**config.mk**
```make
export PLATFORM = sky130hd
export DESIGN_NAME = c4_flash_display
export DESIGN_NICKNAME = d
export VERILOG_FILES = /design/src/common/c4_board_pkg.sv /design/src/design/c4_flash_display.sv
export SDC_FILE = /design/constraint.sdc
export NUM_CORES = 1
export LEC_CHECK = 0
export BUFFER_PORTS_ARGS = -buffer_cell sky130_fd_sc_hd__buf_2
export CORE_AREA = 2 2 125 127
export CTS_BUF_LIST = sky130_fd_sc_hd__clkbuf_8
export DETAILED_ROUTE_END_ITERATION = 8
export DIE_AREA = 0 0 127 129
export HOLD_SLACK_MARGIN = 0.06
export PLACE_DENSITY = 0.56
export SLEW_MARGIN = 20
export SYNTH_ARGS = -nofsm -noshare
export SYNTH_HDL_FRONTEND = slang
export SYNTH_SLANG_ARGS = --single-unit
```
**constraint.sdc**
```tcl
create_clock -name clk -period 3.71 [get_ports clk]
set_input_delay 0 -clock clk [delete_from_list [all_inputs] [get_ports clk]]
set_output_delay 0 -clock clk [all_outputs]
set_load 0.03 [all_outputs]
```
**src/common/c4_board_pkg.sv**
```systemverilog
`default_nettype none

package c4_board_pkg;

    // Board geometry, row 0 at the bottom
    localparam int ROWS = 8;
    localparam int COLS = 8;

    localparam int ROW_BITS = 3;
    localparam int COL_BITS = 3;

    // Fill level runs from 0 to ROWS, one bit wider than a row index
    localparam int LEVEL_BITS = 4;

    localparam int WIN_LEN = 4;

    // Cell contents, the two piece codes double as player codes
    typedef enum logic [1:0] {
        CELL_EMPTY = 2'b00,
        CELL_P1    = 2'b01,
        CELL_P2    = 2'b10
    } cell_t;

    // Indexed [row][col]
    typedef cell_t [ROWS-1:0][COLS-1:0] board_t;

    typedef logic [ROWS-1:0][COLS-1:0] mask_t;

endpackage

`default_nettype wire

```
**src/design/c4_flash_display.sv**
```systemverilog
`timescale 1ns/1ps
`default_nettype none

module c4_flash_display
    import c4_board_pkg::*;
#(
    parameter int flash_period = 25_000_000
)
(
    input  logic   clk,
    input  logic   rst_n,
    input  logic   game_over,
    input  board_t board,
    input  mask_t  win_mask,
    output board_t board_out
);

    localparam int CNT_BITS = (flash_period > 1) ? $clog2(flash_period) : 1;

    logic [CNT_BITS-1:0] flash_cnt;
    logic show;

    // Each show or hide phase lasts flash_period cycles
    always_ff @(posedge clk or negedge rst_n)
    begin
        if (!rst_n)
        begin
            flash_cnt <= '0;
            show      <= 1'b1;
        end
        else if (game_over)
        begin
            if (flash_cnt == CNT_BITS'(flash_period - 1))
            begin
                flash_cnt <= '0;
                show      <= ~show;
            end
            else
            begin
                flash_cnt <= flash_cnt + 1'b1;
            end
        end
    end

    always_comb
    begin
        for (int r = 0; r < ROWS; r++)
        begin
            for (int c = 0; c < COLS; c++)
            begin
                board_out[r][c] = (win_mask[r][c] && !show) ? CELL_EMPTY : board[r][c];
            end
        end
    end

endmodule

`default_nettype wire

```
== Yosys cells after proc, flatten, opt, wreduce, memory -nomap -nowiden ==
Index checks and enable logic that the tools add are counted.

* Register bits after elaboration: 26
* Bits in read-only memories: 0
* RAM bits: 0
* Memories kept: 0
* Bits in latches: 0
* Input port bits: 195
* Logic and storage cells: 136

* Equality and inequality tests: 1
* Magnitude comparators: 0
* Bitwise operators: 1
* Reductions and logical operators: 66
* Mux-type cells: 65
* Multiply operators: 0
* $add $sub $neg: 1
* Divide/modulo/power cells: 0
* Shift operators: 0

{| class="wikitable"
|+ Operators by type and width
! kind !! count
|-
| $mux W2 || 64
|-
| $logic_and A1 B1 Y1 || 64
|-
| $add A25 B1 Y25 const B || 1
|-
| $eq A25 B25 Y1 const B || 1
|-
| $mux W25 || 1
|-
| $reduce_and A2 Y1 || 1
|-
| $logic_not A1 Y1 || 1
|-
| $not A1 Y1 || 1
|}

== Longest topological paths before layout ==
* Word-level depth: 3
* Mapped depth: 7
* Depth with buffers taken out: 5

== Least setup slack after synthesis ==
Ideal clock, no wire load.

* Path type: register to register
* Start point: register flash_cnt[0]
* End point: register flash_cnt[24]
* Library setup time: 0.077 ns
* Required time: 3.633 ns
* Buffers on the path: 1
* Setup slack: 1.908 ns
* Data arrival time: 1.724 ns
* Cell stages (with the launch flop): 7
* Path through: dfrtp_1 > ha_1 > nand4_4 > or2_1 > buf_6 > or4_1 > a21oi_1

* Cells in the longest elaborated chain, start to end: 2

{| class="wikitable"
|+ Ends and longest elaborated chain
! element !! line !! source
|-
| start: declaration || c4_flash_display.sv:20 || <nowiki>logic [CNT_BITS-1:0] flash_cnt;</nowiki>
|-
| start signal: assignment || c4_flash_display.sv:40 || <nowiki>flash_cnt <= flash_cnt + 1'b1;</nowiki>
|-
| $add A25 B1 Y25 / $eq A25 B25 Y1 (equally long branches) || c4_flash_display.sv:40, c4_flash_display.sv:33 ||
|-
| $mux W25 (*) || c4_flash_display.sv:33 || <nowiki>if (flash_cnt == CNT_BITS'(flash_period - 1))</nowiki>
|}

Every way passes the cells marked *; elsewhere a longest branch is shown, timed or not.
A chain may end at the register's enable or synchronous reset.

== Worst setup path after layout ==
* Start point: register flash_cnt[15]
* End point: register show

* Cells in the longest elaborated chain, start to end: 2

{| class="wikitable"
|+ Ends and longest elaborated chain
! element !! line !! source
|-
| $eq A25 B25 Y1 || c4_flash_display.sv:33 ||
|-
| $reduce_and A2 Y1 (no line) || - ||
|-
| end signal: assignment || c4_flash_display.sv:36 || <nowiki>show <= ~show;</nowiki>
|-
| end: declaration || c4_flash_display.sv:21 || <nowiki>logic show;</nowiki>
|}

No other way between the ends.

==> impl_summary.md <==
Global routing
Entering global routing, the biggest net connects 66 pins. The number of antenna violations at the first check in global routing is 4. The met1 track demand over resource in global routing is around a fifth. Global routing used between 20 and 25% of the available met2 tracks. In this run the most used layer during global routing was met2. In the global route stage, met3 resource usage came out at under 10%. The global-route wire length before repair is 16,900 um. The via count of the first global-routing pass is a little over 3,000. The overflow left after global routing is 0. Across every metal layer, demand over resource in global routing totals 13.4%.

Critical path
The endpoint type of the worst setup path is a register. The type of origin of the critical path is a register. Data on the critical path is required at its endpoint by 3.91 ns. Of all nets on the critical path, the largest fanout is 13.

At the worst endpoint, the arrival time is between 2 and 2.5 ns. The kind of critical path is register to register. On the critical path, the stage with the largest delay is an instance of or4_1. In this design, the stage delay of the slowest critical-path cell is approximately 0.53 ns. The cell depth of the worst flop-to-flop path is 4.

Walking the worst path, the cells encountered are or4_1, or3_4, nor3_4, xor2_1.

Yosys
The number of enable flip-flop cells after synthesis is 0. By area, the combinational part of the netlist is dominated by simple AND/OR/NAND/NOR gates. The synthesized netlist devotes about 4.7% of its cell area to compound gates. The sequential fraction of the synthesis area is between 20 and 25%.

The synthesized netlist devotes approximately 4.7% of its cell area to XOR and XNOR gates. The top cell type by area accounts for between 30% and 40% of the synthesized area. In this run, synthesis produced a sequential element count of 26.

Ranked by total cell area, the synthesized netlist is headed by and2_1 (31%), dfrtp_1 (24%), nand2b_1 (16%). After synthesis, the share of flip-flops with an asynchronous set or reset is 100%. In the synthesized netlist the dominant register cell turns out to be dfrtp_1. The simple-gate share of the synthesized area is 62.3%. The number of nets handed over by synthesis was ~530. The cell count after synthesis came out at roughly 330.

The synthesized netlist contains 39 unique library cells. Measured against the total synthesized area, the mux share comes to 0%. The count of warnings emitted by yosys is 0. Averaged over all synthesized cells, the footprint is a little under 8 um2.

The post-synthesis instance area is around 2600 um2. The synthesized netlist devotes less than 1% of its cell area to adder and majority cells. and2_1 takes more of the synthesized area than any other cell.

Clock tree
After clock tree synthesis, the setup repair step added 0 buffers. TritonCTS created 3 clock buffers. TritonCTS built the clock tree. The clock-pin slew reported for the worst setup and hold paths after clock tree synthesis is roughly 0.09 ns. The count of cells resized by post-cts repair is 0. The clock latency on the worst-skew pair is about 0.27 ns.

The number of clock sinks seen by CTS is 26. CTS placed an instance of clkbuf_8 at the clock tree root. After clock tree synthesis, the flow added hold-fix buffers numbering 1.

The clock passes through at most 2 buffers. In this run the number of H-tree levels came out at 1.

Cells and area
The fill cell total of the finished layout is between 1,500 and 2,000. The commonest non-fill, non-tap cell in the layout is buf_2. The post-synthesis to final-layout area growth is 70.3%. The post-route cell area is 4460 um2. The share of final-layout standard cells stronger than drive strength 1 is between 50 and 60%. The library cells used most frequently in the layout, excluding fill and tap cells, are buf_2 (322), and2_1 (129), nand2b_1 (68). In the final design database the tool counted ~850 nets.

Power
The combinational cell fraction of total power is 47.2%. Of the total power, the clock network draws between 10% and 20%. Summed over all cells, the static leakage comes to approximately 0.0025 uW.

Internal power comes to about 580 uW. The worst-case IR drop observed on VDD is around 0.17 mV. Net switching is a little over two fifths of the power. Summed over all nets, the switching power comes to 417 uW. The share of power burned in registers is between 30 and 40%. Dividing total power by cell area gives a power density of about 220 nW/um2. Power comes to 995 uW.

Die
The overall die area is between 15,000 and 20,000 um2. The starting utilization of the core area is between 15 and 20%. The die is roughly 130 um tall. The number of placement rows is 45. The floorplan die width is between 100 and 150 um. The number of top-level design ports is between 300 and 400.

The core region area is about 15,000 um2.

Timing
The clock period minus worst slack is between 2 and 2.5 ns. The worst clock skew is about 0.0054 ns. Hold is met by between 0.07 and 0.08 ns.

The number of pins exceeding their max-slew limit in the final report is 0. The setup TNS is 0 ns. The headroom to the max-slew limit is a little over a third. The hold violation total from the final report is 0. At the pin with the least slew margin, the transition time is around 0.95 ns.

The timing-limited maximum frequency is slightly below 500 MHz. Setup repair after global routing left no endpoint under its margin. After layout, the worst path uses roughly 56% of the clock period. Setup violations remaining at the end of the flow were counted as 0.

Route
After detailed routing, the number of vias per cell comes to approximately 4. Once detail routing completed, the nets flagged for antenna violations numbered 0. The routed wire length per instance is 14.6 um. The total detailed-routing wirelength is ~12,000 um. In the routed design, unresolved DRC markers number 0. The routed layout has 3,378 vias. After the first detailed-routing iteration, the DRC count stood at slightly above 300. Before antenna repair, the detailed router went through 4 iterations.

Placement
The HPWL reported at the end of detailed placement is roughly 11,000 um. Port buffering added approximately 320 buffers. Once placement finished, the instance area stood at between 4000 and 5000 um2. The congestion estimate from routability-driven global placement came to between 0.8 and 0.9.

Run
Max-cap violations in this run came to 0.

Hold path
Along the worst hold path, the cell count comes to 2. The path type of the worst min-delay path is input pin to register.

Run status
The flow ran to the end, and the final reports show no timing, DRC or antenna violations.
-- critical path, delay by kind of cell (launching register included) --
kind | cells | cell delay [ns]
xor gates and xnor gates | 1 | 0.19
DFF | 1 | 0.45
and+or+nand+nor | 3 | 1.34
-- kinds of logic (layout without fill, tap and decap cells) --
kind of cell,after synthesis,after routing
XOR/XNOR,14,14
AO/OA/AOI/OAI,20,20
flip-flops,26,26
other,0,2
AND/OR/NAND/NOR,257,257
adder cells (fa/ha/maj),1,1
buffers and inverters,15,330
-- sequential cells by signal, summed over array words and instances, names as in the netlist --
register and cells:
flash_cnt 25, show 1
-- synthesized netlist by cell type, types with 2 or more instances --
| cell | number |
|---|---|
| and2_1 | 129 |
| nand4_1 | 9 |
| a21oi_1 | 8 |
| clkbuf_1 | 7 |
| nor4_1 | 3 |
| nand2_1 | 11 |
| dfrtp_1 | 25 |
| nand2b_1 | 68 |
| xor2_1 | 5 |
| nor2_1 | 4 |
| nor3_1 | 3 |
| o31ai_1 | 5 |
| o21ai_0 | 3 |
| or4_1 | 6 |
| and4_1 | 3 |
| xnor2_1 | 9 |
| buf_6 | 2 |
| and3_1 | 3 |
| nand3_1 | 7 |
| inv_1 | 3 |
| or3_2 | 2 |
-- cell type report --
class | count | area [um2] | area share (%)
repair buffers | 323 | 1620 | 36.4
clock buffers | 3 | 41.3 | 0.926
diodes | 2 | 5.00 | 0.112
well taps | 188 | 235 | 5.27
clock inverters | 1 | 3.75 | 0.0842
multi-input cells | 292 | 1890 | 42.4
inverters | 3 | 11.3 | 0.253
flip-flops and latches | 26 | 652 | 14.6
-- power by group through the flow --
stage | combinational, uW | clock [uW] | sequential, uW
6_report | 470 | 167 | 359
5_1_grt | 508 | 184 | 365
4_1_cts | 474 | 171 | 358
3_5_place_dp | 472 | 0 | 363
3_3_place_gp | 471 | 0 | 363
2_1_floorplan | 290 | 0 | 344
-- metrics by stage --
stage	std cells	utilization [%]	worst slack [ns]
after floorplan	333	-	1.91
after global placement	831	29.4	1.67
after detailed placement	831	29.4	1.65
after CTS	836	29.7	1.61
after global routing	836	29.7	1.47
final	838	29.8	1.65
-- worst paths after layout --
check | slack [ns] | endpoint | start
hold reg to reg | 0.51 | flash_cnt[17]$_DFFE_PN0P_ | flash_cnt[17]$_DFFE_PN0P_
hold / removal | 0.08 | flash_cnt[1]$_DFFE_PN0P_ | game_over
setup / recovery | 1.65 | show$_DFFE_PN1P_ | flash_cnt[15]$_DFFE_PN0P_
setup reg to reg | 1.65 | show$_DFFE_PN1P_ | flash_cnt[15]$_DFFE_PN0P_
min in group asynchronous | 0.24 | flash_cnt[8]$_DFFE_PN0P_ | rst_n
max in group asynchronous | 3.08 | flash_cnt[5]$_DFFE_PN0P_ | rst_n
-- metal layers --
layer  vias to the layer above  share of wire (%)
met1                      1483                 44
met4                         2               0.49
met2                       158                 47
met5                         -               0.11
met3                         8                9.1
li1                       1727                  -
Note: power is estimated with default switching activity, not from simulation.
