`config.mk`:
```
export PLATFORM = sky130hd
export DESIGN_NAME = c4_board_store
export DESIGN_NICKNAME = d
export VERILOG_FILES = /design/src/common/c4_board_pkg.sv /design/src/design/c4_board_store.sv
export SDC_FILE = /design/constraint.sdc
export NUM_CORES = 1
export LEC_CHECK = 0
export BUFFER_PORTS_ARGS = -buffer_cell sky130_fd_sc_hd__buf_2
export CAP_MARGIN = 20
export CORE_MARGIN = 5
export CORE_UTILIZATION = 35
export CTS_BUF_LIST = sky130_fd_sc_hd__clkbuf_16
export DETAILED_ROUTE_END_ITERATION = 12
export GPL_TIMING_DRIVEN = 0
export SLEW_MARGIN = 5
export SYNTH_ARGS = -nofsm -noshare
export SYNTH_HDL_FRONTEND = slang
export SYNTH_SLANG_ARGS = --single-unit
```
`constraint.sdc`:
```
create_clock -name clk -period 2.9 [get_ports clk]
set_clock_uncertainty 0.15 [all_clocks]
set_input_delay 0.58 -clock clk [delete_from_list [all_inputs] [get_ports clk]]
set_output_delay 0.58 -clock clk [all_outputs]
set_load 0.005 [all_outputs]
```
`src/common/c4_board_pkg.sv`:
```
`default_nettype none

package c4_board_pkg;

    // Board geometry, row 0 at the bottom
    localparam int ROWS = 8;
    localparam int COLS = 8;

    localparam int ROW_BITS = 3;
    localparam int COL_BITS = 3;

    // Fill level runs from 0 to ROWS, one bit wider than a row index
    localparam int LEVEL_BITS = 4;

    localparam int WIN_LEN = 4;

    // Cell contents, the two piece codes double as player codes
    typedef enum logic [1:0] {
        CELL_EMPTY = 2'b00,
        CELL_P1    = 2'b01,
        CELL_P2    = 2'b10
    } cell_t;

    // Indexed [row][col]
    typedef cell_t [ROWS-1:0][COLS-1:0] board_t;

    typedef logic [ROWS-1:0][COLS-1:0] mask_t;

endpackage

`default_nettype wire

```
`src/design/c4_board_store.sv`:
```
`timescale 1ns/1ps
`default_nettype none

module c4_board_store
    import c4_board_pkg::*;
(
    input  logic                clk,
    input  logic                rst_n,
    input  logic                place,
    input  logic [COL_BITS-1:0] cursor,
    input  cell_t               player,
    input  logic                mark,
    input  mask_t               mark_cells,
    output logic                column_full,
    output logic [ROW_BITS-1:0] last_row,
    output board_t              board,
    output mask_t               win_mask
);

    logic [COLS-1:0][LEVEL_BITS-1:0] levels;
    logic [LEVEL_BITS-1:0] cur_level;
    logic [ROW_BITS-1:0] fill_row;

    assign cur_level   = levels[cursor];
    assign fill_row    = cur_level[ROW_BITS-1:0];
    assign column_full = (cur_level == LEVEL_BITS'(ROWS));

    always_ff @(posedge clk or negedge rst_n)
    begin
        if (!rst_n)
        begin
            for (int r = 0; r < ROWS; r++)
            begin
                for (int c = 0; c < COLS; c++)
                begin
                    board[r][c] <= CELL_EMPTY;
                end
            end
            levels   <= '0;
            win_mask <= '0;
        end
        else
        begin
            // The controller only places into a column with room left
            if (place)
            begin
                board[fill_row][cursor] <= player;
                levels[cursor]          <= cur_level + 1'b1;
            end
            if (mark)
            begin
                win_mask <= win_mask | mark_cells;
            end
        end
    end

    // Row of the newest piece, read by the scanner
    always_ff @(posedge clk)
    begin
        if (place)
        begin
            last_row <= fill_row;
        end
    end

endmodule

`default_nettype wire

```
After elaboration in Yosys (flattened, before gate mapping)
Cells that the tools add are included.
Widths: inputs -> output; s select.

word-level totals
  logic and storage cells = 100
  bits in registers = 227
  bits of input ports = 73
  output and inout bits = 196

cells by class
  eq/ne operators = 1
  magnitude comparators = 4
  bitwise operators = 1
  reductions and logical operators = 2
  add/subtract/negate cells = 1
  muxes and demuxes = 10

operator list
  kind                 count
  $bwmux 128           1
  $or 64x64->64        1
  $demux 16 s3         1
  $bwmux 32            1
  $mux 16              1
  $bmux 4 s3           1
  $demux 4 s3          1
  $lt 3x4->1 const B   2
  $mux 4               2
  $demux 2 s3          1
  $ge 3x1->1 const B   2
  $add 4x1->4 const B  1
  $eq 4x4->1 const B   1
  $logic_and 1x1->1    2
  $mux 2               1

Longest topological paths before layout
Gate-level depths: netlist of the first run.

  word-level depth = 7
  mapped depth = 10
  depth with buffers taken out = 7

Worst setup path before layout of the first run
Ideal clock, no wire load.

  path kind = input to output
  from = input cursor[0]
  to = output column_full
  required time = 2170 ps
  data arrival time = 2008 ps
  buffers on the path = 2
  path slack = 162 ps
  stages on the path = 7
  cell sequence = buf_4 buf_4 mux2_2 a22oi_1 nor2_1 or3_1 and3_1

between the ends
  word-level cells in the longest chain between the ends = 3

ends and longest elaborated chain
  element                       line                  source
  from (decl)                   c4_board_store.sv:10  input logic [COL_BITS-1:0] cursor,
  $bmux 4 s3                    c4_board_store.sv:24  assign cur_level = levels[cursor];
  $mux 4 (not written as such)  c4_board_store.sv:24
  $eq 4x4->1                    c4_board_store.sv:26  assign column_full = (cur_level == LEVEL_BITS'(ROWS));
  to (decl)                     c4_board_store.sv:14  output logic column_full,

No other way between the ends. The select of a mux whose other input is x is not followed.

Worst setup path in the final report of the first run
Same ends and word-level chain as after synthesis.

==> results.yml, run 1 <==
setup_path:
  crit_path_top_delay_cell: "or3_4"
  arrival_ps: 2120
  cp.required_ps: 2170
  regToRegSetupSlack_ps: 240
  regToRegStartpoint: "levels[5]$_DFFE_PN0P_"
  cp_cell_sequence: "buf_4 > buf_8 > buf_8 > mux2_2 > a22oi_2 > nor2_1 > or3_4 > and3_4 > buf_6"
  cp_common_cell: "buf_8"
  critPathMaxStageDelay_ps: 390
  path_class: "primary input to output pin"
  startpoint_type: "primary input"
  r2r.worst_path.cells: 7
  startpoint: "cursor[0]"
  cp-end-kind: "output pin"
  r2r-end: "board[20]$_DFFE_PN0P_"
  crit_path_max_fanout: 7
clock_network:
  cts_max_level: 1
  clkLatencyLatePin_ps: 510
  clk_pin_slew_ps: 60
  cts-root-buf: "clkbuf_16"
  cts.sinks: 227
  cts_tree: "built"
  clk_path_buf_depth: 3
  cts_made_buffers: 25
synthesis:
  synth_fp_nets: 718
  synth-adder-area-share_pct: 0.283
  dominantRegCellSynth: "dfrtp_1"
  synth_top_area_share_pct: 63.5
  muxShareOfSynthArea_pct: 18.6
  syn_area_um2: 8830
  synth-edff-count: 3
  yosys.area.top_type: "dfrtp_1"
  ys_seq_elements: 227
  ys_seq_area_share_pct: 64.5
  async_flop_share_pct: 98.7
  yosys.area_share.xor_xnor_pct: 0.283
  syn_inst: 643
  yosysWarnings: 0
  ys_types: 35
  synth_top_family_by_area: "multiplexers"
  avgSynthCellArea_um2: 13.7
  synth_compound_gate_area_share_pct: 8.40
  synthSimpleGateAreaFrac_pct: 5.62
  yosys-top-cells-area: "dfrtp_1, mux2_2, a21o_1, nand2_1, nor2_1"
global_routing:
  grtUsageTotal_pct: 17.2
  grt_pass1_vias: 6717
  grt_max_degree: 113
  grt_overflow_total: 0
  antenna_found_initial: 0
  grt_pass1_wl_mm: 39.0
floorplanning:
  die_area_um2: 28500
  ioPinCount: 269
  coreArea_um2: 25000
  initial_core_util_pct: 35.3
  dieWidth_um: 169
  rows: 58
  die_y_um: 169
timing:
  maxSlewViolCount: 0
  rsz0062_at_grt: "true"
  slew_headroom_pct: 49.7
  setup_viol: 0
  worst_pin_slew_ps: 754
  fin_crit_ps: 2850
  timing.final.crit_share_pct: 98.3
  fmax_mhz: 351
  finalWorstSetupSlack_ps: 48.0
  finalHoldViolations: 0
routing:
  vias: 6078
  routedWlPerCell_um: 19.0
  drtPass1Iterations: 5
  ant_nets: 0
  vias_per_cell: 4.70
  drt_iter0_markers: 312
  drt-total-wl_mm: 24.5
  post-route-drc-count: 0
final_layout:
  fin_cells: 1293
  final_area_um2: 11600
  n_antenna_cell: 0
  area_growth_pct: 30.9
  layout-drive-gt1-share_pct: 48.7
  fillCellCount: 2331
  nets: 1023
placed_design:
  place_ws_ps: -470
  finalWeightedCongestion: 0.810
  dp_hpwl_mm: 17.5
  dpl_cell_area_um2: 10600
  io_buffers: 265
  dp.cells: 1240
hold_path:
  hold_path.startpoint: "mark_cells[10]"
  hold_depth: 2
  hold_path.class: "primary input to register"
  min_to: "win_mask[10]$_DFFE_PN0P_"
outcome:
  status: "finished clean"
power_and_ir_drop:
  power_density_nw_per_um2: 810
  cellLeakagePower_nw: 5.63
  vdd_drop_max_uv: 382
flow_run:
  max-cap-violations: 0
-- repair_timing --
item,4_1_cts,5_1_grt
endpoints found under the hold margin,16,0
gates resized for setup,11,2
endpoints found under the setup margin,1,1
pin swaps,2,0
hold buffers,1,0
buffers inserted,7,3
-- critical path, delay by kind of cell --
| family | cells | cell delay (ps) |
|---|---|---|
| simple gates | 3 | 650 |
| mux | 1 | 330 |
| buf+inv | 4 | 450 |
| compound gates | 1 | 120 |
-- logic make-up after synthesis --
kind of cell | count (synthesis)
muxes | 147
buffers and inverters | 45
xor gates and xnor gates | 2
AOI/OAI and AO/OA | 102
DFF | 227
adders and majority gates | 2
and+or+nand+nor | 118
-- where the power goes --
group / switching, mW / total [mW] / internal [mW] / leakage [nW]
registers: 0.359 / 4.26 / 3.90 / 2.70
clock network: 1.25 / 3.07 / 1.82 / 0.408
logic: 0.973 / 2.03 / 1.06 / 2.52
total: 2.58 / 9.36 / 6.78 / 5.63
-- synth_stat cells (2+ instances only) --
cell,n
dfrtp_1,224
o2bb2ai_1,3
a221o_1,2
buf_4,5
mux2_2,137
nand3_1,6
a21o_1,72
clkbuf_1,23
mux2_1,3
nor3_1,2
buf_2,4
inv_1,6
nor2_1,45
nand3b_2,2
edfxtp_1,3
or3_1,2
a21oi_1,2
a22oi_1,2
mux2i_1,7
o21ai_0,16
a211oi_1,2
nor2b_1,5
ha_1,2
buf_1,6
nand2_1,52
-- state kept, by name, indices dropped and copies added, names as in the netlist --
register,cells
board,128
win_mask,64
levels,32
last_row,3
-- worst max-delay path by stage --
stage / to / slack, ps
6_report: column_full / 50
5_1_grt: column_full / -7
4_1_cts: column_full / 10
3_5_place_dp: board[26]$_DFFE_PN0P_ / -470
3_3_place_gp: board[68]$_DFFE_PN0P_ / -2940
2_1_floorplan: column_full / 160
-- routing by layer --
| layer | track usage [%] | wire [um] | up-vias | share of wire, % |
|---|---|---|---|---|
| li1 | - | - | 2832 | - |
| met1 | 21.9 | 10100 | 3002 | 41 |
| met2 | 28.9 | 12000 | 204 | 49 |
| met3 | 5.00 | 1870 | 40 | 7.6 |
| met4 | 4.69 | 564 | 0 | 2.3 |
| met5 | 0 | 0 | - | 0 |
-- per-stage QoR --
step / setup TNS [ps] / hold slack, ps / power, mW / utilization [%]
after detailed placement: -19000 / 207 / 6.35 / 42.5
after global placement: -669520 / 282 / 6.29 / 42.2
final: 0 / 112 / 9.36 / 46.2
after global routing: -6.89 / 92.3 / 9.91 / 46.2
after floorplan: 0 / 134 / 5.26 / -
after CTS: 0 / 87.2 / 9.50 / 46.0
-- layout by cell type, fill, tap and decap left out, types with 2 or more instances in the layout --
cell type,n
buf_2,265
dfrtp_1,224
mux2_2,137
a21o_1,72
nand2_1,52
nor2_1,45
clkbuf_16,25
clkbuf_1,23
o21ai_0,16
buf_4,15
inv_1,12
mux2i_1,7
nand3_1,6
buf_1,6
nor2b_1,5
clkinv_2,5
buf_8,3
o2bb2ai_1,3
bufinv_16,3
edfxtp_1,3
a221o_1,2
nor3_1,2
a21oi_1,2
buf_6,2
mux2_1,2
nand3b_2,2
buf_16,2
-- layout make-up --
type	count	area, um2	share of cell area (%)
Sequential cell	227	5700	49.3
Multi-Input combinational cell	371	2960	25.6
Timing Repair Buffer	278	1490	12.9
Clock buffer	25	626	5.41
Tap cell	330	413	3.57
Buffer	39	195	1.69
Clock inverter	17	158	1.36
Inverter	6	22.5	0.195
No activity file was read; power rests on OpenSTA's default activity.
==> run 2, diff against run 1 <==
Settings changed: CORE_UTILIZATION 35 to 45, PLACE_DENSITY set to 0.71.
==> results.yml, run 2 (synthesis results as in run 1) <==
timing:
  finalWorstSetupSlack_ps: 36.4
  fmax_mhz: 349
  setup_viol: 0
  slew_headroom_pct: 43.0
  worst_pin_slew_ps: 856
  whs_ps: -69.4
  rsz0062_at_grt: "true"
  fin_crit_ps: 2860
  maxSlewViolCount: 0
  finalHoldViolations: 19
  timing.final.crit_share_pct: 98.7
setup_path:
  crit_path_top_delay_cell: "or3_4"
  cp-end-kind: "output pin"
  startpoint_type: "primary input"
  critPathMaxStageDelay_ps: 390
  cp_cell_sequence: "buf_2 > buf_8 > buf_8 > mux2_2 > a22oi_2 > nor2_1 > or3_4 > and3_1 > buf_2"
  arrival_ps: 2130
  crit_path_max_fanout: 6
  path_buf_inv: 4
  cp_top_family: "simple AND/OR/NAND/NOR gates"
  path_class: "primary input to output pin"
  cp.required_ps: 2170
final_layout:
  final_cell_mix: "buf_2, dfrtp_1, mux2_2, a21o_1, nand2_1"
  n_antenna_cell: 0
  fin_cells: 1220
  nets: 1014
  layout-drive-gt1-share_pct: 47.5
  area_growth_pct: 28.0
  final_area_um2: 11300
  largest_reg_flops: 128
  final_util_pct: 58.3
  fillCellCount: 1671
  mostFrequentLayoutCell: "buf_2"
  final-seq-area_um2: 5700
  regMostFlops: "board"
  reg.largest.list: "board x128, win_mask x64, levels x32"
  multi_input_area_um2: 2950
floorplanning:
  initial_core_util_pct: 45.5
  die_area_um2: 22500
  rows: 51
  die_y_um: 150
  dieWidth_um: 150
  ioPinCount: 269
  coreArea_um2: 19400
routing:
  drtPass1Iterations: 4
  ant_nets: 0
  drt-total-wl_mm: 23.6
  drt_iter0_markers: 253
  routedWlPerCell_um: 19.4
  post-route-drc-count: 0
  vias: 6212
  vias_per_cell: 5.09
global_routing:
  grtUsageTotal_pct: 21.0
  grt_pass1_vias: 6678
  grt_overflow_total: 0
  grt_max_degree: 118
  grt_pass1_wl_mm: 37.0
  antenna_found_initial: 0
clock_network:
  clkLatencyLatePin_ps: 500
  cts-root-buf: "clkbuf_16"
  cts_tree: "built"
  cts_made_buffers: 24
  cts_max_level: 1
  clk_path_buf_depth: 3
  clk_pin_slew_ps: 60
  cts.sinks: 227
outcome:
  status: "complete, but fails checks"
  violations: "hold timing"
flow_run:
  max-cap-violations: 0
hold_path:
  hold_path.class: "primary input to async pin"
power_and_ir_drop:
  cellLeakagePower_nw: 5.54
  power_density_nw_per_um2: 803
  vdd_drop_max_uv: 488
placed_design:
  dpl_cell_area_um2: 10500
  place_ws_ps: -437
  io_buffers: 265
  dp.cells: 1174
  dp_hpwl_mm: 16.9
  finalWeightedCongestion: 0.772
## run 2: cell count changes in the layout (fill, tap and decap cells not counted), sizes merged
cell,previous run,this run
buf,293,286
bufinv,3,1
clkbuf,48,47
clkinv,6,11
clkinvlp,1,0
dlygate4sd3,1,0
inv,13,12
## run 2: layout make-up
type | count | share of cell area (%)
Inverter | 6 | 0.199
Tap cell | 265 | 2.93
Clock buffer | 24 | 5.31
Sequential cell | 227 | 50.4
Multi-Input combinational cell | 371 | 26.1
Buffer | 39 | 1.73
Timing Repair Buffer | 270 | 12.3
Clock inverter | 18 | 0.996
## run 2: what timing repair did
item / CTS / global route
setup buffers: 4 / 0
pin swaps: 2 / 1
hold buffers: 0 / 0
endpoints found under the setup margin: 1 / 1
resized for setup: 7 / 1
## run 2: final timing paths
check | slack, ps | cells past startpoint | endpoint | startpoint
setup reg to reg | 230 | 7 | board[17]$_DFFE_PN0P_ | levels[21]$_DFFE_PN0P_
min in group clk | 120 | 2 | win_mask[49]$_DFFE_PN0P_ | mark_cells[49]
max in group asynchronous | 1630 | 2 | win_mask[42]$_DFFE_PN0P_ | rst_n
hold reg to reg | 300 | 1 | win_mask[12]$_DFFE_PN0P_ | win_mask[12]$_DFFE_PN0P_
hold / removal | -70 | 1 | board[62]$_DFFE_PN0P_ | rst_n
setup / recovery | 40 | 9 | column_full | cursor[0]
## run 2: worst reg2reg max path: cells and delay by family (launching register included)
kind | cells | cell delay (ps)
buffers and inverters | 1 | 200
multiplexers | 2 | 670
AND/OR/NAND/NOR | 2 | 650
flip-flops | 1 | 370
AO/OA/AOI/OAI | 2 | 520
## run 2: where the power goes
| part | total [mW] | internal [mW] | switching, mW | leakage, nW |
|---|---|---|---|---|
| logic | 2.00 | 1.04 | 0.961 | 2.47 |
| registers | 4.27 | 3.90 | 0.368 | 2.70 |
| clock network | 2.80 | 1.59 | 1.22 | 0.371 |
| total | 9.07 | 6.53 | 2.55 | 5.54 |
## run 2: through the flow
| stage | setup TNS, ps | hold WS, ps | total power [mW] |
|---|---|---|---|
| after floorplan | 0 | 134 | 5.26 |
| after global placement | -630540 | 282 | 6.23 |
| after detailed placement | -20510 | 288 | 6.32 |
| after CTS | 0 | 1.54 | 9.18 |
| after global routing | -30.0 | 43.8 | 9.58 |
| final | 0 | -69.4 | 9.07 |
## run 2: routing by layer
metal | global-route usage, % | wire length, um
met4 | 4.89 | 424
met2 | 36.0 | 12000
met1 | 26.4 | 9290
met5 | 0 | 0
met3 | 6.00 | 1970
