==> src/common/c4_board_pkg.sv <==
`default_nettype none

package c4_board_pkg;

    // Board geometry, row 0 at the bottom
    localparam int ROWS = 8;
    localparam int COLS = 8;

    localparam int ROW_BITS = 3;
    localparam int COL_BITS = 3;

    // Fill level runs from 0 to ROWS, one bit wider than a row index
    localparam int LEVEL_BITS = 4;

    localparam int WIN_LEN = 4;

    // Cell contents, the two piece codes double as player codes
    typedef enum logic [1:0] {
        CELL_EMPTY = 2'b00,
        CELL_P1    = 2'b01,
        CELL_P2    = 2'b10
    } cell_t;

    // Indexed [row][col]
    typedef cell_t [ROWS-1:0][COLS-1:0] board_t;

    typedef logic [ROWS-1:0][COLS-1:0] mask_t;

endpackage

`default_nettype wire

==> src/common/c4_game_pkg.sv <==
`default_nettype none

package c4_game_pkg;

    typedef enum logic [1:0] {
        GS_IDLE  = 2'd0,
        GS_PLACE = 2'd1,
        GS_SCAN  = 2'd2,
        GS_OVER  = 2'd3
    } game_state_t;

    // Scan order of the windows through the new piece
    // Window k of a group has the piece at position k of the line
    typedef enum logic [3:0] {
        SW_DOWN   = 4'd0,
        SW_ROW_1  = 4'd1,
        SW_ROW_2  = 4'd2,
        SW_ROW_3  = 4'd3,
        SW_ROW_4  = 4'd4,
        SW_RISE_1 = 4'd5,
        SW_RISE_2 = 4'd6,
        SW_RISE_3 = 4'd7,
        SW_RISE_4 = 4'd8,
        SW_FALL_1 = 4'd9,
        SW_FALL_2 = 4'd10,
        SW_FALL_3 = 4'd11,
        SW_FALL_4 = 4'd12
    } scan_win_t;

endpackage

`default_nettype wire

==> src/design/c4_game_ctrl.sv <==
`timescale 1ns/1ps
`default_nettype none

module c4_game_ctrl
    import c4_board_pkg::*;
    import c4_game_pkg::*;
(
    input  logic                clk,
    input  logic                rst_n,
    input  logic                press_left,
    input  logic                press_right,
    input  logic                press_drop,
    input  logic                column_full,
    input  logic                scan_done,
    input  logic                win_found,
    output logic                place,
    output logic                scan_start,
    output logic [COL_BITS-1:0] cursor,
    output cell_t               current_player,
    output logic                game_over,
    output cell_t               winner
);

    game_state_t state;

    logic [COL_BITS-1:0] cursor_right;
    logic [COL_BITS-1:0] cursor_left;
    cell_t next_player;

    assign cursor_right = (cursor == COL_BITS'(COLS - 1)) ? '0 : cursor + 1'b1;
    assign cursor_left  = (cursor == '0) ? COL_BITS'(COLS - 1) : cursor - 1'b1;
    assign next_player  = (current_player == CELL_P1) ? CELL_P2 : CELL_P1;

    // A full column drops the request here
    assign place = (state == GS_PLACE) && !column_full;

    always_ff @(posedge clk or negedge rst_n)
    begin
        if (!rst_n)
        begin
            state          <= GS_IDLE;
            scan_start     <= 1'b0;
            cursor         <= '0;
            current_player <= CELL_P1;
            game_over      <= 1'b0;
            winner         <= CELL_EMPTY;
        end
        else
        begin
            // Board is written on this edge, the scan starts the cycle after
            scan_start <= place;

            case (state)
                GS_IDLE:
                begin
                    if (press_drop)
                    begin
                        state <= GS_PLACE;
                    end
                    else if (press_right)
                    begin
                        cursor <= cursor_right;
                    end
                    else if (press_left)
                    begin
                        cursor <= cursor_left;
                    end
                end
                GS_PLACE:
                begin
                    state <= column_full ? GS_IDLE : GS_SCAN;
                end
                GS_SCAN:
                begin
                    if (scan_done)
                    begin
                        if (win_found)
                        begin
                            game_over <= 1'b1;
                            winner    <= current_player;
                            state     <= GS_OVER;
                        end
                        else
                        begin
                            current_player <= next_player;
                            state          <= GS_IDLE;
                        end
                    end
                end
                // Game ends here until the next reset
                GS_OVER:
                begin
                    state <= GS_OVER;
                end
                default:
                begin
                    state <= GS_IDLE;
                end
            endcase
        end
    end

endmodule

`default_nettype wire

==> config.mk <==
export PLATFORM = sky130hd
export DESIGN_NAME = c4_game_ctrl
export DESIGN_NICKNAME = d
export VERILOG_FILES = /design/src/common/c4_board_pkg.sv /design/src/common/c4_game_pkg.sv /design/src/design/c4_game_ctrl.sv
export SDC_FILE = /design/constraint.sdc
export NUM_CORES = 1
export LEC_CHECK = 0
export ABC_AREA = 1
export BUFFER_PORTS_ARGS = -buffer_cell sky130_fd_sc_hd__buf_2
export CORE_MARGIN = 3
export CORE_UTILIZATION = 45
export CTS_CLUSTER_SIZE = 28
export DETAILED_ROUTE_END_ITERATION = 10
export GPL_ROUTABILITY_DRIVEN = 0
export HOLD_SLACK_MARGIN = 0.03
export PLACE_DENSITY = 0.75
export SETUP_SLACK_MARGIN = 0.4
export SLEW_MARGIN = 40
export SYNTH_ARGS = -nofsm -noshare
export SYNTH_HDL_FRONTEND = slang
export SYNTH_SLANG_ARGS = --single-unit
==> constraint.sdc <==
create_clock -name clk -period 1.28 [get_ports clk]
set_input_delay 0.128 -clock clk [delete_from_list [all_inputs] [get_ports clk]]
set_output_delay 0.128 -clock clk [all_outputs]
set_load 0.03 [all_outputs]
## Word level (Yosys, flattened, before mapping)

Cells that the tools add are included.

| word-level totals | value |
|---|---|
| register bits after elaboration | 11 |
| word-level logic and storage cells | 36 |
| output and inout bits | 10 |

| operators by class | value |
|---|---|
| reduce and logical (&&, ||, !) cells | 9 |
| eq/ne operators | 7 |
| add/subtract/negate cells | 2 |
| muxes and demuxes | 10 |
| bitwise logic cells | 2 |

Operator list:

| cell | count |
|---|---|
| two-way mux 3 bit | 4 |
| two-way mux 2 bit | 5 |
| AND reduction 3 bit | 3 |
| case mux 2 bit (4 select lines) | 1 |
| equality test 2 x 1 -> 1 bit (second input constant) | 2 |
| equality test 2 bit (second input constant) | 2 |
| inequality test 2 bit (second input constant) | 2 |
| adder 3 x 1 -> 3 bit (second input constant) | 1 |
| equality test 3 bit (second input constant) | 1 |
| logical NOT 3 bit | 1 |
| subtractor 3 x 1 -> 3 bit (second input constant) | 1 |
| logical NOT 2 bit | 1 |
| NOT 1 bit | 2 |
| AND reduction 2 bit | 1 |
| nonzero test 2 bit | 1 |
| logical AND 1 bit | 1 |
| logical NOT 1 bit | 1 |

## Logic depth before layout (Yosys ltp)

Gate-level depths: netlist of the first run.

| depth | value |
|---|---|
| depth in word-level cells | 4 |
| mapped depth | 9 |
| depth with buffers taken out | 9 |

## Least setup slack after synthesis of the first run

No wires, ideal clock.

| timing | value |
|---|---|
| path kind | register -> register |
| start point | reg cursor[0] |
| end point | reg cursor[0] |
| data arrival time | 1.279 ns |
| path buffers | 0 |
| cell stages (with the launch flop) | 10 |
| library setup time | 0.117 ns |
| setup slack | -0.116 ns |
| cells stage by stage | dfrtp_1 > inv_1 > ha_1 > ha_1 > inv_1 > nand2_1 > nand2_1 > nand2_1 > nand2_1 > nand2_1 |

| between the ends | value |
|---|---|
| longest elaborated chain between the ends | 4 |
| elaborated cells on any way between the ends | 8 |
| those cells by class | add/sub (2); eq/ne (1); mux (4); reduce/logical (1) |

Ends and longest elaborated chain:

| element | RTL line | source |
|---|---|---|
| start, declared | c4_game_ctrl.sv:18 | `output logic [COL_BITS-1:0] cursor,` |
| start signal, assigned | c4_game_ctrl.sv:62 | `cursor <= cursor_right;` |
| start signal, assigned | c4_game_ctrl.sv:66 | `cursor <= cursor_left;` |
| subtractor 3 x 1 -> 3 bit / logical NOT 3 bit (equally long branches) | c4_game_ctrl.sv:31 | `assign cursor_left = (cursor == '0) ? COL_BITS'(COLS - 1) : cursor - 1'b1;` |
| two-way mux 3 bit | c4_game_ctrl.sv:31 |  |
| two-way mux 3 bit | c4_game_ctrl.sv:64 | `else if (press_left)` |
| two-way mux 3 bit (*) | c4_game_ctrl.sv:60 | `else if (press_right)` |

Every way passes the cells marked *; elsewhere a longest branch is shown, timed or not. The select of a mux whose other input is x is not followed.
A chain may end at the register's enable or synchronous reset.

## Final worst setup path of the first run

| timing | value |
|---|---|
| start point | reg state[0] |
| end point | out place |

| between the ends | value |
|---|---|
| longest elaborated chain between the ends | 2 |

Ends and longest elaborated chain:

| element | RTL line | source |
|---|---|---|
| start, declared | c4_game_ctrl.sv:24 | `game_state_t state;` |
| start signal, assigned | c4_game_ctrl.sv:71 | `state <= column_full ? GS_IDLE : GS_SCAN;` |
| equality test 2 x 1 -> 1 bit | c4_game_ctrl.sv:35 | `assign place = (state == GS_PLACE) && !column_full;` |
| logical AND 1 bit | c4_game_ctrl.sv:35 |  |
| end, declared | c4_game_ctrl.sv:16 | `output logic place,` |

No other way between the ends.

==> flow_summary.json, run 1 <==
{
  "outcome": "finished, violations left",
  "violations": "setup timing",
  "postRouteAntennaNets": 0,
  "cp_slowest_cell": "dfrtp_1",
  "crit_required_ns": 1.15,
  "die_x_um": 42.2,
  "final_cell_area_um2": 1020,
  "drv_cap": 0,
  "synth_cell_type_count": 15,
  "core_area_um2": 1170,
  "stdcell_count": 125,
  "worstPathMaxFanout": 2,
  "post_drt_wl_per_cell_um": 15.8,
  "crit_path_cell_trace": "inv_2 -> or2_4 -> nor2_4 -> buf_6",
  "drt_first_iter_violations": 13,
  "yosysSeqAreaShare": 0.469,
  "yosysTopAreaCell": "dfrtp_1",
  "grt_pass1_wl_um": 2450,
  "worstPathArrival_ns": 1.21,
  "n_antenna_cell": 0,
  "io_pins": 18,
  "yosys_warnings": 0,
  "worstMarginPinSlew_ns": 0.252,
  "place_ws_ns": 0.0932,
  "synthCells": 78,
  "portBuffers": 17,
  "crit_buf_inv": 2,
  "worstHoldPathType": "input port to register",
  "fmax_mhz": 748,
  "syn_nets": 90,
  "criticalPathCategory": "register to output pin",
  "worst_clock_skew_ns": 0.00389,
  "dpl.hpwl_um": 898,
  "ir_drop_mv": 1.86,
  "maxSlewViolCount": 0,
  "fillCellCount": 59,
  "ys_seq_elements": 11,
  "final_cell_mix": "29 x nand2_1, 14 x buf_6, 7 x inv_1, 7 x buf_2, 7 x buf_4",
  "fin_crit_ns": 1.34,
  "route.detailed.drc": 0,
  "placed_cell_area_um2": 756,
  "cts_tree": "done",
  "cts_root_buf": "clkbuf_4",
  "path_delay_family": "flip-flops",
  "cts_sinks": 11,
  "area_growth_pct": 72.8,
  "final_layout_size_suffix_gt1_frac": 0.514,
  "grt_pass1_vias": 619,
  "synth.avg_cell_area_um2": 7.56,
  "cp-start-kind": "register",
  "max_stage_delay_ns": 0.39,
  "setup_viol": 4,
  "overflow": 0,
  "power.density_nw_per_um2": 2570,
  "timing.final.ws_setup_ns": -0.0570,
  "initial_core_util": 0.503,
  "die_area_um2": 1780,
  "clk_latency_ns": 0.28,
  "totalPowerFinal_w": 0.00262,
  "dr.pass1.iters": 4,
  "track_usage": 0.177,
  "grt_max_degree": 12,
  "final_common_cell": "nand2_1",
  "relSlewSlack": 0.832,
  "syn-cell-area_um2": 589,
  "placement_rows": 12,
  "via_per_inst": 5.08,
  "end_kind": "output pin",
  "vias": 635,
  "finalHoldViolCount": 0,
  "leakage_nw": 0.511,
  "antenna_found_initial": 0,
  "min_period_over_period": 1.04,
  "synth_top_cell_area_share": 0.425,
  "synth.area.top_cells": "dfrtp_1 42%, nand2_1 20%, ha_1 8.5%, inv_1 6.4%, dfstp_2 4.5%",
  "h-tree-depth": 1,
  "cts.path.max_buffers": 2,
  "numCtsBuffers": 3,
  "drt_wl_total_um": 1970,
  "placed_cells": 109,
  "fp.dieH_um": 42.2,
  "layout.nets": 124,
  "rsz0062_at_grt": "yes",
  "clk_pin_slew_worst_paths_ns": 0.07
}
==> tightest hold or removal path: cells and delay by family <==
family                 cells  cell delay, ns
and+or+nand+nor            2            0.17
buffers and inverters      1            0.08
==> state kept, by name, summed over array words and instances (netlist names) <==
signal,cells
current_player,2
cursor,3
winner,2
state,2
scan_start,1
game_over,1
==> final cells by class <==
class	instances	area, µm²	share of cell area
sequential	11	282	0.276
tap	14	17.5	0.0172
clock buffer	4	26.3	0.0258
multi-input combinational	55	388	0.381
inverter	12	50.0	0.0491
timing repair buffer	29	255	0.251
==> cells by family after synthesis <==
logic type / share of synthesized area
simple gates: 0.323
buf+inv: 0.0764
compound gates: 0.0467
flops: 0.469
fa+ha+maj: 0.0849
==> per-layer routing <==
metal / global-route usage / vias to the layer above / share of wire
met5: 0 / - / 0
met4: 0.0745 / 0 / 0.022
met3: 0.0515 / 5 / 0.034
li1: - / 307 / -
met1: 0.201 / 309 / 0.36
met2: 0.304 / 14 / 0.58
==> per-stage QoR <==
| stage | hold slack (ns) | TNS [ns] | util |
|---|---|---|---|
| final | 0.130 | -0.111 | 0.870 |
| after CTS | 0.109 | -0.0242 | 0.799 |
| after floorplan | -0.168 | 0 | - |
| after detailed placement | 0.00797 | 0 | 0.645 |
| after global routing | 0.118 | -0.336 | 0.870 |
| after global placement | 0.00951 | 0 | 0.645 |
==> cell usage after synthesis, drive strengths merged <==
cell / instances
nand2: 32
or2: 1
dfrtp: 10
nand4: 2
o21ai: 3
o211ai: 1
ha: 4
a21oi: 1
dfstp: 1
inv: 12
nand3: 4
nor2: 7
==> repair_timing <==
action / in CTS / in global routing
resized for setup: 30 / 12
buffers inserted: 7 / 4
hold buffers: 1 / 0
endpoints found under the setup margin: 20 / 20
pin swaps: 4 / 7
endpoints found under the hold margin: 11 / 0
==> final timing paths <==
kind | from | depth (start not counted) | endpoint | slack, ns
setup reg to reg | state[0] | 7 | cursor[0] | -0.04
max in group asynchronous | rst_n | 2 | current_player[0] | 0.78
min in group asynchronous | rst_n | 2 | current_player[1] | 0.23
hold reg to reg | winner[1] | 2 | winner[1] | 0.51
setup / recovery | state[0] | 4 | place | -0.06
hold / removal | column_full | 3 | scan_start | 0.13
==> where the power goes <==
part,internal [W],switching [W]
Combinational,0.000784,0.000881
Sequential,0.000511,0.000191
Clock,0.000121,0.000128
No activity file was read; power rests on OpenSTA's default activity.
==> run 2: changes to the inputs <==
Settings changed: BUFFER_PORTS_ARGS -buffer_cell sky130_fd_sc_hd__buf_2 to -buffer_cell sky130_fd_sc_hd__buf_4, REMOVE_ABC_BUFFERS from default to 1.
==> run 2 against run 1 <==
The run still ends with setup timing left; combinational power increased by 23%; clock-buffer cell count unchanged; routed wire length rose by 47%; clock power barely moved; non-clock buffer count up 6; via count grew 20%; first-iteration DRC count up 120%; fmax down 2.8%; critical path depth did not move; power rose by 13%; sequential cell count is the same; global-route usage up 4.6 points; critical path type unchanged; largest power group unchanged.
==> flow_summary.json, run 2 (synthesis results as in run 1) <==
{
  "worstReg2RegStart": "cursor[0]",
  "via_per_inst": 5.83,
  "core_area_um2": 1170,
  "end_kind": "output pin",
  "clk_pin_slew_worst_paths_ns": 0.07,
  "post_drt_wl_per_cell_um": 22.0,
  "worstHoldPathType": "input port to register",
  "fp.dieH_um": 42.2,
  "largest_reg_flops": 3,
  "cts.path.max_buffers": 2,
  "final_layout_size_suffix_gt1_frac": 0.573,
  "crit_required_ns": 1.15,
  "placement_rows": 12,
  "reg2reg_setup_slack_ns": -0.06,
  "drt_wl_total_um": 2890,
  "final-seq-area_um2": 278,
  "clk_latency_ns": 0.27,
  "portBuffers": 17,
  "worstPathMaxFanout": 2,
  "ir_drop_mv": 1.80,
  "power.density_nw_per_um2": 2690,
  "final_common_cell": "nand2_1",
  "area_growth_pct": 86.4,
  "fin_crit_ns": 1.38,
  "cp-start-kind": "register",
  "layout.nets": 130,
  "overflow": 0,
  "cts_sinks": 11,
  "relSlewSlack": 0.860,
  "dr.pass1.iters": 4,
  "grt_pass1_vias": 710,
  "finalHoldViolCount": 0,
  "violations": "setup timing",
  "setup_viol": 4,
  "numCtsBuffers": 3,
  "track_usage": 0.223,
  "grt_pass1_wl_um": 2910,
  "regMostFlops": "cursor",
  "route.detailed.drc": 0,
  "grt_max_degree": 12,
  "worstMarginPinSlew_ns": 0.210,
  "drt_first_iter_violations": 29,
  "drv_cap": 0,
  "cts_root_buf": "clkbuf_4",
  "criticalPathCategory": "register to output pin",
  "worstHoldEndpoint": "state[0]",
  "outcome": "finished, violations left",
  "r2r-end": "cursor[1]",
  "antenna_found_initial": 0,
  "r2r_cells": 9,
  "place_ws_ns": 0.0301,
  "worst_clock_skew_ns": 0.000544,
  "die_area_um2": 1780,
  "final_cell_mix": "24 x nand2_1, 18 x buf_4, 16 x buf_6",
  "leakage_nw": 0.554,
  "totalPowerFinal_w": 0.00295,
  "initial_core_util": 0.503,
  "fmax_mhz": 727,
  "rsz0062_at_grt": "yes",
  "worstPathArrival_ns": 1.25,
  "hold_start": "press_drop",
  "die_x_um": 42.2,
  "fillCellCount": 37,
  "postRouteAntennaNets": 0,
  "io_pins": 18,
  "vias": 764,
  "cts_tree": "done",
  "maxSlewViolCount": 0,
  "dpl.hpwl_um": 909,
  "multi_input_area_um2": 402,
  "timing.final.ws_setup_ns": -0.0958,
  "min_period_over_period": 1.07,
  "hold_depth": 3,
  "n_antenna_cell": 0,
  "h-tree-depth": 1
}
run 2: cell count changes in the layout (fill, tap and decap cells not counted), moves of 2 or more:
cell,before,now
nand3_2,0,2
nand2_2,1,6
buf_6,14,16
buf_4,7,18
nand2_1,29,24
nand3_1,3,1
dfrtp_2,4,1
dfrtp_1,6,9
buf_2,7,0
run 2: worst max-delay path, cell delays in order (launching register included):
cell	delay [ns]
dfrtp_1	0.38
inv_2	0.06
or2_4	0.25
nor2_4	0.12
buf_6	0.15
run 2: worst max-delay path by stage:
stage / slack [ns] / depth (start not counted) / startpoint / endpoint
floorplan: -0.12 / 9 / cursor[0] / cursor[0]
global placement: 0.05 / 6 / cursor[0] / cursor[2]
detailed placement: 0.03 / 6 / cursor[1] / cursor[2]
CTS: -0.07 / 4 / state[0] / place
global route: -0.14 / 4 / state[0] / place
finish: -0.1 / 4 / state[0] / place
run 2: routing by layer:
metal,part of all wire,vias up,track usage,wire [µm]
met1,0.35,380,0.196,1000
met2,0.53,53,0.444,1540
met3,0.071,14,0.0901,204
met4,0.049,0,0.0683,140
met5,0,-,0,0
li1,-,317,-,-
run 2: layout make-up:
| class | instances | area share |
|---|---|---|
| Clock buffer | 4 | 0.0239 |
| Inverter | 12 | 0.0456 |
| Multi-Input combinational cell | 55 | 0.366 |
| Sequential cell | 11 | 0.253 |
| Tap cell | 14 | 0.0159 |
| Timing Repair Buffer | 35 | 0.296 |
run 2: stage by stage:
step / TNS [ns] / cell area (µm²) / cells / hold slack, ns / util
floorplan: -0.319 / 589 / 78 / -0.168 / -
global placement: 0 / 742 / 110 / -0.0325 / 0.634
detailed placement: 0 / 742 / 110 / -0.0351 / 0.634
CTS: -0.0684 / 965 / 126 / 0.0785 / 0.824
global route: -0.413 / 1100 / 131 / 0.113 / 0.938
finish: -0.237 / 1100 / 131 / 0.109 / 0.938
run 2: power breakdown:
group / internal (W) / total [W] / switching (W)
Clock: 0.000121 / 0.000246 / 0.000125
Sequential: 0.000502 / 0.000665 / 0.000163
Combinational: 0.000931 / 0.00204 / 0.00111
run 2: repair_timing:
action | in CTS | in global routing
setup endpoints to repair | 20 | 21
pin swaps | 12 | 10
hold buffers | 1 | 0
buffers inserted | 11 | 5
hold endpoints to repair | 11 | 0
gates resized for setup | 27 | 26
